==> src/common/husky_pkg.sv <==
`default_nettype none

package husky_pkg;

   // bus and data widths
   typedef logic [7:0] reg_addr_t;
   typedef logic [7:0] reg_data_t;
   typedef logic [7:0] sample_t; // one captured byte
   typedef logic [3:0] nibble_t; // trace port unit
   typedef logic [4:0] fifo_count_t; // 0 .. FIFO_DEPTH

   // shared sample FIFO
   localparam int FIFO_DEPTH = 16;
   localparam int FIFO_PTR_W = 4; // log2 of depth

   // error LED flashing
   localparam int FLASH_HALF_PERIOD = 8; // cycles per toggle
   localparam int FLASH_CNT_W = 3;

   // register map
   localparam reg_addr_t REG_TRACE_CTRL = 8'h01;
   localparam reg_addr_t REG_LA_CTRL = 8'h02;
   localparam reg_addr_t REG_LA_SAMPLES = 8'h03;
   localparam reg_addr_t REG_FIFO_STATUS = 8'h04;
   localparam reg_addr_t REG_FIFO_COUNT = 8'h05;
   localparam reg_addr_t REG_FIFO_READ = 8'h06; // read pops

   // REG_FIFO_STATUS bits
   localparam int STAT_EMPTY_BIT = 0; // read
   localparam int STAT_FULL_BIT = 1; // read
   localparam int STAT_ERR_BIT = 2; // read
   localparam int STAT_FLUSH_BIT = 0; // write
   localparam int STAT_CLR_ERR_BIT = 1; // write

   typedef enum logic {
      LA_IDLE,
      LA_CAPTURE
   } la_state_t;

endpackage

`default_nettype wire

==> src/common/reg_bus_if.sv <==
`default_nettype none

interface reg_bus_if;
   import husky_pkg::*;

   reg_addr_t addr;
   reg_data_t wdata;
   logic write; // one-cycle strobe
   logic read; // one-cycle strobe

   // register host side
   modport host (
      output addr,
      output wdata,
      output write,
      output read
   );

   // decoding blocks only listen
   modport peer (
      input addr,
      input wdata,
      input write,
      input read
   );

endinterface

`default_nettype wire

==> src/capture/la_capture.sv <==
`default_nettype none

module la_capture (
   input  wire                  clk_usb_buf,
   input  wire                  rst_i,
   reg_bus_if.peer              bus,
   input  wire husky_pkg::sample_t la_probe_i,
   output husky_pkg::reg_data_t rdata_o,
   output logic                 la_wr_o,
   output husky_pkg::sample_t   la_data_o,
   output logic                 armed_o
);
   import husky_pkg::*;

   la_state_t state_q;
   reg_data_t samples_q; // samples per arm
   reg_data_t remain_q; // samples still to take
   logic ctrl_wr;
   logic samples_wr;

   assign ctrl_wr = bus.write && (bus.addr == REG_LA_CTRL);
   assign samples_wr = bus.write && (bus.addr == REG_LA_SAMPLES);

   always_ff @(posedge clk_usb_buf) begin
      if (rst_i) begin
         samples_q <= '0;
      end else if (samples_wr) begin
         samples_q <= bus.wdata;
      end
   end

   // armed stays up one edge past the last sample
   always_ff @(posedge clk_usb_buf) begin
      if (rst_i) begin
         state_q <= LA_IDLE;
         remain_q <= '0;
      end else if (ctrl_wr) begin
         if (bus.wdata[0]) begin
            state_q <= LA_CAPTURE;
            remain_q <= samples_q; // length latched at arming
         end else begin
            state_q <= LA_IDLE; // abort
         end
      end else if (state_q == LA_CAPTURE) begin
         if (remain_q == '0) begin
            state_q <= LA_IDLE;
         end else begin
            remain_q <= remain_q - 1'b1;
         end
      end
   end

   assign armed_o = (state_q == LA_CAPTURE);

   // probe goes straight into the FIFO on each sampling edge
   assign la_wr_o = armed_o && (remain_q != '0);
   assign la_data_o = la_probe_i;

   always_comb begin
      case (bus.addr)
         REG_LA_CTRL: rdata_o = {7'b0, armed_o};
         REG_LA_SAMPLES: rdata_o = samples_q;
         default: rdata_o = '0;
      endcase
   end

endmodule

`default_nettype wire

==> src/capture/trace_capture.sv <==
`default_nettype none

module trace_capture (
   input  wire                  clk_usb_buf,
   input  wire                  rst_i,
   reg_bus_if.peer              bus,
   input  wire husky_pkg::nibble_t trace_data_i,
   input  wire                  trace_valid_i,
   output husky_pkg::reg_data_t rdata_o,
   output logic                 capture_on_o,
   output logic                 trace_wr_o,
   output husky_pkg::sample_t   trace_data_o
);
   import husky_pkg::*;

   reg_data_t ctrl_q; // bit0 is capture on
   nibble_t low_q; // first half of the byte
   logic half_q; // low nibble held
   logic ctrl_wr;
   logic take;

   assign ctrl_wr = bus.write && (bus.addr == REG_TRACE_CTRL);
   assign capture_on_o = ctrl_q[0];
   assign take = capture_on_o && trace_valid_i;

   always_ff @(posedge clk_usb_buf) begin
      if (rst_i) begin
         ctrl_q <= '0;
      end else if (ctrl_wr) begin
         ctrl_q <= bus.wdata;
      end
   end

   always_ff @(posedge clk_usb_buf) begin
      if (rst_i) begin
         half_q <= 1'b0;
         trace_wr_o <= 1'b0;
      end else begin
         trace_wr_o <= take && half_q; // byte complete
         if (ctrl_wr && !bus.wdata[0]) begin
            half_q <= 1'b0; // drop a partial byte
         end else if (take) begin
            half_q <= ~half_q;
         end
      end
   end

   always_ff @(posedge clk_usb_buf) begin
      if (take && !half_q) begin
         low_q <= trace_data_i;
      end
      if (take && half_q) begin
         trace_data_o <= {trace_data_i, low_q}; // low nibble first
      end
   end

   assign rdata_o = (bus.addr == REG_TRACE_CTRL) ? ctrl_q : '0;

endmodule

`default_nettype wire

==> src/fifo/sample_fifo.sv <==
`default_nettype none

module sample_fifo (
   input  wire                  clk_usb_buf,
   input  wire                  rst_i,
   reg_bus_if.peer              bus,
   input  wire                  capture_on_i,
   input  wire                  trace_wr_i,
   input  wire husky_pkg::sample_t trace_data_i,
   input  wire                  la_wr_i,
   input  wire husky_pkg::sample_t la_data_i,
   output husky_pkg::reg_data_t rdata_o,
   output logic                 error_o
);
   import husky_pkg::*;

   sample_t mem_q [FIFO_DEPTH];
   logic [FIFO_PTR_W-1:0] wr_ptr_q;
   logic [FIFO_PTR_W-1:0] rd_ptr_q;
   fifo_count_t count_q;
   logic error_q;

   logic src_wr;
   sample_t src_data;
   logic empty;
   logic full;
   logic pop_req;
   logic flush;
   logic clr_err;
   logic do_push;
   logic do_pop;
   logic overflow;

   // trace owns the FIFO while its capture is on, otherwise the LA
   assign src_wr = capture_on_i ? trace_wr_i : la_wr_i;
   assign src_data = capture_on_i ? trace_data_i : la_data_i;

   assign empty = (count_q == '0);
   assign full = (count_q == fifo_count_t'(FIFO_DEPTH));

   assign pop_req = bus.read && (bus.addr == REG_FIFO_READ);
   assign flush = bus.write && (bus.addr == REG_FIFO_STATUS) && bus.wdata[STAT_FLUSH_BIT];
   assign clr_err = bus.write && (bus.addr == REG_FIFO_STATUS) &&
                    bus.wdata[STAT_CLR_ERR_BIT];

   // flush beats any write or pop on the same edge
   assign do_push = src_wr && !full && !flush;
   assign do_pop = pop_req && !empty && !flush;
   assign overflow = src_wr && full && !flush;

   always_ff @(posedge clk_usb_buf) begin
      if (rst_i) begin
         wr_ptr_q <= '0;
         rd_ptr_q <= '0;
         count_q <= '0;
      end else if (flush) begin
         wr_ptr_q <= '0;
         rd_ptr_q <= '0;
         count_q <= '0;
      end else begin
         if (do_push) begin
            wr_ptr_q <= wr_ptr_q + 1'b1; // wraps at depth
         end
         if (do_pop) begin
            rd_ptr_q <= rd_ptr_q + 1'b1;
         end
         case ({do_push, do_pop})
            2'b10: count_q <= count_q + 1'b1;
            2'b01: count_q <= count_q - 1'b1;
            default: count_q <= count_q;
         endcase
      end
   end

   always_ff @(posedge clk_usb_buf) begin
      if (do_push) begin
         mem_q[wr_ptr_q] <= src_data;
      end
   end

   // sticky until the host clears it, a new overflow wins
   always_ff @(posedge clk_usb_buf) begin
      if (rst_i) begin
         error_q <= 1'b0;
      end else begin
         error_q <= (error_q && !clr_err) || overflow;
      end
   end

   assign error_o = error_q;

   always_comb begin
      rdata_o = '0;
      case (bus.addr)
         REG_FIFO_STATUS: begin
            rdata_o[STAT_EMPTY_BIT] = empty;
            rdata_o[STAT_FULL_BIT] = full;
            rdata_o[STAT_ERR_BIT] = error_q;
         end
         REG_FIFO_COUNT: rdata_o = reg_data_t'(count_q);
         REG_FIFO_READ: rdata_o = empty ? '0 : mem_q[rd_ptr_q]; // head before the pop
         default: rdata_o = '0;
      endcase
   end

endmodule

`default_nettype wire

==> src/rtl/husky_top.sv <==
`default_nettype none

module husky_top (
   input  wire                  clk_usb_buf,
   input  wire                  rst_i,
   input  wire husky_pkg::reg_addr_t reg_addr_i,
   input  wire husky_pkg::reg_data_t reg_wdata_i,
   input  wire                  reg_write_i,
   input  wire                  reg_read_i,
   input  wire husky_pkg::sample_t la_probe_i,
   input  wire husky_pkg::nibble_t trace_data_i,
   input  wire                  trace_valid_i,
   output husky_pkg::reg_data_t reg_rdata_o,
   output logic                 led_err_o,
   output logic                 led_armed_o
);
   import husky_pkg::*;

   reg_data_t la_rdata;
   reg_data_t trace_rdata;
   reg_data_t fifo_rdata;
   logic capture_on;
   logic trace_wr;
   sample_t trace_byte;
   logic la_wr;
   sample_t la_byte;
   logic armed;
   logic fifo_error;

   reg_bus_if bus ();

   assign bus.addr = reg_addr_i;
   assign bus.wdata = reg_wdata_i;
   assign bus.write = reg_write_i;
   assign bus.read = reg_read_i;

   // peers return zero off their own addresses, so a plain OR merges them
   always_ff @(posedge clk_usb_buf) begin
      if (rst_i) begin
         reg_rdata_o <= '0;
      end else if (reg_read_i) begin
         reg_rdata_o <= la_rdata | trace_rdata | fifo_rdata;
      end
   end

   la_capture i_la_capture (
      .clk_usb_buf (clk_usb_buf),
      .rst_i       (rst_i),
      .bus         (bus.peer),
      .la_probe_i  (la_probe_i),
      .rdata_o     (la_rdata),
      .la_wr_o     (la_wr),
      .la_data_o   (la_byte),
      .armed_o     (armed)
   );

   trace_capture i_trace_capture (
      .clk_usb_buf   (clk_usb_buf),
      .rst_i         (rst_i),
      .bus           (bus.peer),
      .trace_data_i  (trace_data_i),
      .trace_valid_i (trace_valid_i),
      .rdata_o       (trace_rdata),
      .capture_on_o  (capture_on),
      .trace_wr_o    (trace_wr),
      .trace_data_o  (trace_byte)
   );

   sample_fifo i_sample_fifo (
      .clk_usb_buf  (clk_usb_buf),
      .rst_i        (rst_i),
      .bus          (bus.peer),
      .capture_on_i (capture_on),
      .trace_wr_i   (trace_wr),
      .trace_data_i (trace_byte),
      .la_wr_i      (la_wr),
      .la_data_i    (la_byte),
      .rdata_o      (fifo_rdata),
      .error_o      (fifo_error)
   );

   led_status i_led_status (
      .clk_usb_buf  (clk_usb_buf),
      .rst_i        (rst_i),
      .error_i      (fifo_error),
      .armed_i      (armed),
      .capture_on_i (capture_on),
      .led_err_o    (led_err_o),
      .led_armed_o  (led_armed_o)
   );

endmodule

`default_nettype wire

==> src/rtl/led_status.sv <==
`default_nettype none

module led_status (
   input  wire  clk_usb_buf,
   input  wire  rst_i,
   input  wire  error_i,
   input  wire  armed_i,
   input  wire  capture_on_i,
   output logic led_err_o,
   output logic led_armed_o
);
   import husky_pkg::*;

   localparam logic [FLASH_CNT_W-1:0] FLASH_LAST = FLASH_CNT_W'(FLASH_HALF_PERIOD - 1);

   logic [FLASH_CNT_W-1:0] flash_cnt_q;

   always_ff @(posedge clk_usb_buf) begin
      if (rst_i) begin
         flash_cnt_q <= '0;
         led_err_o <= 1'b0;
      end else if (!error_i) begin
         flash_cnt_q <= '0; // restart pattern on next error
         led_err_o <= 1'b0;
      end else if (flash_cnt_q == FLASH_LAST) begin
         flash_cnt_q <= '0;
         led_err_o <= ~led_err_o; // half period done
      end else begin
         flash_cnt_q <= flash_cnt_q + 1'b1;
      end
   end

   // lit whenever any source may be feeding the FIFO
   always_ff @(posedge clk_usb_buf) begin
      if (rst_i) begin
         led_armed_o <= 1'b0;
      end else begin
         led_armed_o <= armed_i | capture_on_i;
      end
   end

endmodule

`default_nettype wire

==> config.mk <==
export PLATFORM = sky130hd
export DESIGN_NAME = husky_top
export DESIGN_NICKNAME = d
export VERILOG_FILES = /design/src/common/husky_pkg.sv /design/src/common/reg_bus_if.sv /design/src/capture/la_capture.sv /design/src/capture/trace_capture.sv /design/src/fifo/sample_fifo.sv /design/src/rtl/husky_top.sv /design/src/rtl/led_status.sv
export SDC_FILE = /design/constraint.sdc
export NUM_CORES = 1
export LEC_CHECK = 0
export ABC_AREA = 1
export BUFFER_PORTS_ARGS = -buffer_cell sky130_fd_sc_hd__buf_2
export CAP_MARGIN = 20
export CORE_ASPECT_RATIO = 0.6
export CORE_MARGIN = 4
export CORE_UTILIZATION = 40
export CTS_BUF_LIST = sky130_fd_sc_hd__clkbuf_4 sky130_fd_sc_hd__clkbuf_8 sky130_fd_sc_hd__clkbuf_16
export DETAILED_ROUTE_END_ITERATION = 10
export HOLD_SLACK_MARGIN = 0.05
export PLACE_DENSITY = 0.64
export REMOVE_ABC_BUFFERS = 1
export SYNTH_ARGS = -nofsm -noshare
export SYNTH_HDL_FRONTEND = slang
export SYNTH_HIERARCHICAL = 1
export SYNTH_SLANG_ARGS = --single-unit
==> constraint.sdc <==
create_clock -name clk_usb_buf -period 5.7 [get_ports clk_usb_buf]
set_input_delay 0.855 -clock clk_usb_buf [delete_from_list [all_inputs] [get_ports clk_usb_buf]]
set_output_delay 0.855 -clock clk_usb_buf [all_outputs]
set_load 0.1 [all_outputs]
; Word level (Yosys, flattened, before mapping)
; Memories as Yosys holds them, arrays and structs flattened. A register that Yosys moved wholly into a read port is not among the register bits.
; Index checks and enable logic that the tools add are counted.
[word_totals]
register_bits = 66
ram_bits = 128
inputBits = 33
out_inout_bits = 10
word_cells = 97
memories = 1
[mem_list]
columns = memory, words, word_bits, read_ports, rd_ports_with_merged_regs, wr, line_no
row1 = i_sample_fifo.mem_q, 16, 8, 1, 1, 1, sample_fifo.sv:17  ; sample_t mem_q [FIFO_DEPTH];
[classes]
addsub = 6
n_eq_ne = 12
mux = 20
bitwise_logic = 6
n_reduce_logical = 36
[ops]
columns = operator, n
row1 = 8-bit two-way mux, 7
row2 = 8-bit by 3-bit equality test with 1-bit output (second input constant), 3
row3 = 5-bit case mux with 2 select lines, 2
row4 = 1-bit logical AND, 19
row5 = 8-bit by 2-bit equality test with 1-bit output (second input constant), 2
row6 = 8-bit OR, 2
row7 = 8-bit case mux with 2 select lines, 1
row8 = 3-bit case mux with 3 select lines, 1
row9 = 4-bit by 1-bit adder with 4-bit output (second input constant), 2
row10 = 8-bit by 1-bit equality test with 1-bit output (second input constant), 1
row11 = 8-bit zero test, 1
row12 = 4-bit two-way mux, 2
row13 = 8-bit nonzero test, 1
row14 = 8-bit by 1-bit subtractor with 8-bit output (second input constant), 1
row15 = 1-bit two-way mux, 7
row16 = 1-bit zero test, 6
row17 = 2-bit OR reduction, 3
row18 = 5-bit by 1-bit adder with 5-bit output (second input constant), 1
row19 = 5-bit equality test (second input constant), 1
row20 = 5-bit zero test, 1
row21 = 5-bit by 1-bit subtractor with 5-bit output (second input constant), 1
row22 = 2-bit nonzero test, 2
row23 = 3-bit by 1-bit adder with 3-bit output (second input constant), 1
row24 = 3-bit equality test (second input constant), 1
row25 = 9 further kinds, 11

; Logic depth before layout (Yosys ltp)
[depth]
ltp_word = 7
depth_mapped = 21
mapped_depth_nobuf = 21

; By module
; Netlist, hierarchy kept.
[modules_own_cells]
columns = mod, instances, cells_per_inst, area_per_inst_um2, seq_area_each_um2
row1 = sample_fifo, 1, 622, 6618.8, 4204.0
row2 = la_capture, 1, 198, 1179.9, 340.3
row3 = trace_capture, 1, 105, 912.1, 560.5
row4 = husky_top, 1, 74, 425.4, 160.2
row5 = led_status, 1, 23, 193.9, 100.1

; Least setup slack after synthesis
; OpenSTA, ideal clock, no wires.
[synth_timing]
kind = input-to-reg
startpoint = input reg_addr_i[7]
endpoint = register i_sample_fifo.count_q[4]
setup_time_ps = 70
arrival_ps = 2635
slack_ps = 2995
stages = 16
path_buffers = 0
path_cell_list = nor2_2 -> nand3_4 -> clkinv_1 -> nand2_1 -> nor3b_1 -> ha_1 -> xor2_1 -> ha_1 -> inv_1 -> nand2_1 -> nand3_1 -> nand2_1 -> nand2_1 -> nand2_1 -> nand2_1 -> a21oi_1
[synth_via]
elab_chain_cells = 7
[synth_rtl]
columns = item, line_no
row1 = "start, declared", husky_top.sv:6  ; input wire husky_pkg::reg_addr_t reg_addr_i,
row2 = 8-bit by 3-bit equality test with 1-bit output, sample_fifo.sv:42  ; assign flush = bus.write && (bus.addr == REG_FIFO_STATUS) && bus.wdata[STAT_FLUSH_BIT];
row3 = 1-bit logical AND (2 in series), sample_fifo.sv:42
row4 = 1-bit zero test, "sample_fifo.sv:47, sample_fifo.sv:48"
row5 = 1-bit logical AND (on tied branches), "sample_fifo.sv:48, sample_fifo.sv:47"
row6 = 2-bit by 1-bit equality test with 1-bit output or 2-bit equality test (tied branches), sample_fifo.sv:67  ; case ({do_push, do_pop})
row7 = 5-bit case mux with 2 select lines or 2-bit nonzero test (tied branches), n/a
row8 = "end signal, assigned", sample_fifo.sv:68  ; 2'b10: count_q <= count_q + 1'b1;
row9 = "end signal, assigned", sample_fifo.sv:69  ; 2'b01: count_q <= count_q - 1'b1;
row10 = "end signal, assigned", sample_fifo.sv:70  ; default: count_q <= count_q;
row11 = "end, declared", sample_fifo.sv:20  ; fifo_count_t count_q;
; Parallel ways exist; a longest one is shown, timed or not.
; A chain may end at the register's enable or synchronous reset.

; Worst setup path in the final report
[layout_timing]
startpoint = register i_la_capture.remain_q[0]
endpoint = register i_sample_fifo.count_q[4]
[layout_via]
elab_chain_cells = 7
[layout_rtl]
columns = item, line_no
row1 = "start, declared", la_capture.sv:17  ; reg_data_t remain_q;
row2 = "start signal, assigned", la_capture.sv:40  ; remain_q <= samples_q;
row3 = "start signal, assigned", la_capture.sv:48  ; remain_q <= remain_q - 1'b1;
row4 = 8-bit nonzero test *, la_capture.sv:56  ; assign la_wr_o = armed_o && (remain_q != '0);
row5 = 1-bit logical AND *, la_capture.sv:56
row6 = net la_wr, husky_top.sv:25  ; logic la_wr;
row7 = 1-bit two-way mux *, sample_fifo.sv:35  ; assign src_wr = capture_on_i ? trace_wr_i : la_wr_i;
row8 = 1-bit logical AND * (2 in series), sample_fifo.sv:47  ; assign do_push = src_wr && !full && !flush;
row9 = 2-bit by 1-bit equality test with 1-bit output or 2-bit equality test (tied branches), sample_fifo.sv:67
row10 = 5-bit case mux with 2 select lines or 2-bit nonzero test (tied branches), n/a
; Mark *: on every way through the listed nets, which the timed path passes. The rest lies on a longest branch.

==> flow_summary.yaml <==
critical_path:
  critical_path_class: "reg -> reg"
  worstSetupEndpoint: "i_sample_fifo/count_q[4]"
  crit_fanout: 9
  required_ps: 6060
  worstSetupEndpointType: "flip-flop"
  critPathLaunchType: "flip-flop"
  crit_start: "i_la_capture/remain_q[0]"
  ff2ff_setup_slack_ps: 2860
  r2r-end: "i_sample_fifo/count_q[4]"
  rr_worst_depth: 20
  arrival_ps: 3200
  timing.rr.start: "i_la_capture/remain_q[0]"
synth:
  syn-cell-area_mm2: 0.00933
  ys_warn_count: 6
  synth.most_common_cell: "nand2_1"
  synth-seq-cells: 198
  yosys-top-cells-count: "nand2_1, nor2_1, edfxtp_1, nand3_1, inv_1"
  avgSynthCellArea_um2: 9.13
  yosys-top-cells-area: "edfxtp_1, dfxtp_1, nand2_1"
  synth_cell_types: 41
  yosys.area.top_type: "edfxtp_1"
  synth_top_area_share: 0.451
  netlist_instances: 1022
  async_flop_share: 0
  synth_edf_count: 140
  yosysSeqAreaShare: 0.575
  synth_ff_type: "edfxtp_1"
sta:
  fmax_mhz: 352
  fin_crit_sh: 0.498
  finalCriticalPeriod_ps: 2840
  clock-skew-final_ps: 11.5
  holdWs_ps: 419
  finalMaxSlewViolations: 0
  hold_viol_final: 0
  finalSetupViolations: 0
  setup_tns_ps: 0
  worst_pin_slew_ps: 798
  relSlewSlack: 0.466
  rsz0062_at_grt: "no"
min_path:
  holdCritPathClass: "reg -> reg"
  hold_path.startpoint: "i_led_status/flash_cnt_q[0]"
clock_tree:
  clock_latency_ps: 440
  cts_made_buffers: 17
  path_clk_slew_ps: 70
  ctsHtreeMaxLevel: 4
  cts_setup_buffers: 0
  postCtsResizedCells: 0
  cts_tree: "built"
  cts_root_buffer: "clkbuf_16"
  ctsHoldBuffers: 0
  clock_sinks: 198
  cts.path.max_buffers: 2
drt:
  routed_wl_um: 22300
  drt_iter0_drc: 708
  vias_per_cell: 4.97
  drt_pass1_iterations: 5
  drc: 0
  wire_per_inst_um: 16.3
  num_vias: 6800
  ant_nets: 0
finish:
  drive_above_1_share: 0.123
  areaGrowthSynthToFinish_pct: 9.56
  final_cell_area_mm2: 0.0102
  fin_nets: 1092
  diodes: 0
  final_core_util: 0.454
floorplan:
  rows: 42
  io_pins: 43
  core_area_mm2: 0.0225
  die_x_um: 205
  initial_utilization: 0.415
  die_height_um: 126
  dieArea_mm2: 0.0259
pwr:
  p_leak_nw: 3.97
  power-per-cell-area_mw_per_mm2: 273
  ir_drop_v: 0.000231
  power_mw: 2.79
run_status:
  status: "finished clean"
placed_design:
  dp_hpwl_um: 15200
  port_buffers: 42
  gp_congestion: 0.859
  placed_cell_area_mm2: 0.00966
global_route:
  antenna_found_initial: 1
  grt_usage: 0.177
  first_global_vias: 6250
  grt_pass1_wl_um: 35100
  grt_max_degree: 70
  grt-ovfl-total: 0
run:
  cap_violations: 0
-- metal layers --
layer | GRT usage | wire length, um | share of wire | vias up
li1 | - | - | - | 3373
met1 | 0.293 | 11600 | 0.52 | 3193
met2 | 0.228 | 8540 | 0.38 | 220
met3 | 0.0457 | 1950 | 0.087 | 14
met4 | 0.0354 | 166 | 0.0075 | 0
met5 | 0 | 0 | 0 | -
-- layout by cell type (no fill, tap or decap), types with 2 or more instances in the layout --
cell type	instances
mux2_2	8
edfxtp_1	140
nor3_1	3
nand4_1	6
a21oi_1	28
inv_2	8
nand2_1	230
buf_4	2
nand2_4	6
nor2_4	3
buf_2	43
clkinv_1	4
inv_1	109
clkbuf_16	17
inv_8	2
clkinvlp_4	5
xor2_1	8
o21ai_0	16
nand3_2	2
dfxtp_1	57
clkinv_4	2
inv_6	2
ha_1	13
o21ai_1	28
nor2_2	11
nor2_1	158
nand3_1	119
o211ai_1	4
a21oi_2	2
nand2_2	5
nand3_4	3
-- flip-flops by register name, indices dropped and copies added (netlist names), 3 cells and up, named ones only --
signal and count:
i_sample_fifo/mem_q 128, i_la_capture/remain_q 8, i_la_capture/samples_q 8, i_trace_capture/ctrl_q 8
i_trace_capture/trace_data_o 8, reg_rdata_o 8, i_sample_fifo/count_q 5, i_sample_fifo/rd_ptr_q 4
i_sample_fifo/wr_ptr_q 4, i_trace_capture/low_q 4, i_led_status/flash_cnt_q 3
-- worst max-delay path, cell delays in order, from the launching register on --
cell and delay [ps]:
dfxtp_1 310, inv_1 90, ha_1 230, nand2_1 70
nor2_1 40, nor2_1 130, inv_1 70, o21ai_2 230
nand2_1 100, inv_2 130, nand2_8 100, ha_1 290
ha_1 350, inv_1 70, o21bai_1 170, inv_1 80
nand2_1 60, nand2_1 40, nand2_1 50, nand2_1 50
a21oi_1 110
-- final cells by class --
type / instances / area, um^2
clock inverter: 15 / 130
inverter: 120 / 460
tap: 308 / 385
clock buffer: 17 / 425
sequential: 198 / 5370
fill: 2174 / 12300
multi-input combinational: 663 / 3220
timing repair buffer: 46 / 238
-- kinds of logic after synthesis --
group	count (synthesis)	share of synthesized area
AOI/OAI and AO/OA	82	0.0472
xor gates and xnor gates	9	0.00845
adders and majority gates	13	0.0174
buffers and inverters	161	0.0802
DFF	198	0.575
muxes	8	0.00966
and+or+nand+nor	551	0.262
-- per-stage QoR --
step,worst slack [ps],cells
after floorplan,2950,981
after global placement,2700,1333
after detailed placement,2640,1334
after CTS,2920,1366
after global routing,2590,1367
final,2860,1367
-- how the worst min path moves through the flow --
stage / end / slack [ps] / cells past startpoint
after floorplan: i_led_status/flash_cnt_q[0] / 400 / 1
after global placement: i_trace_capture/trace_data_o[2] / 400 / 0
after detailed placement: i_trace_capture/trace_data_o[2] / 410 / 0
after CTS: i_trace_capture/trace_data_o[2] / 420 / 0
after global routing: i_trace_capture/trace_data_o[3] / 430 / 0
final: i_led_status/flash_cnt_q[0] / 420 / 1
-- report_power, final --
part / switching [mW] / leakage, nW / internal, mW
Combinational: 0.0774 / 1.99 / 0.0218
Clock: 0.548 / 0.256 / 0.603
Sequential: 0.00252 / 1.73 / 1.54
No activity file was read; power rests on OpenSTA's default activity.
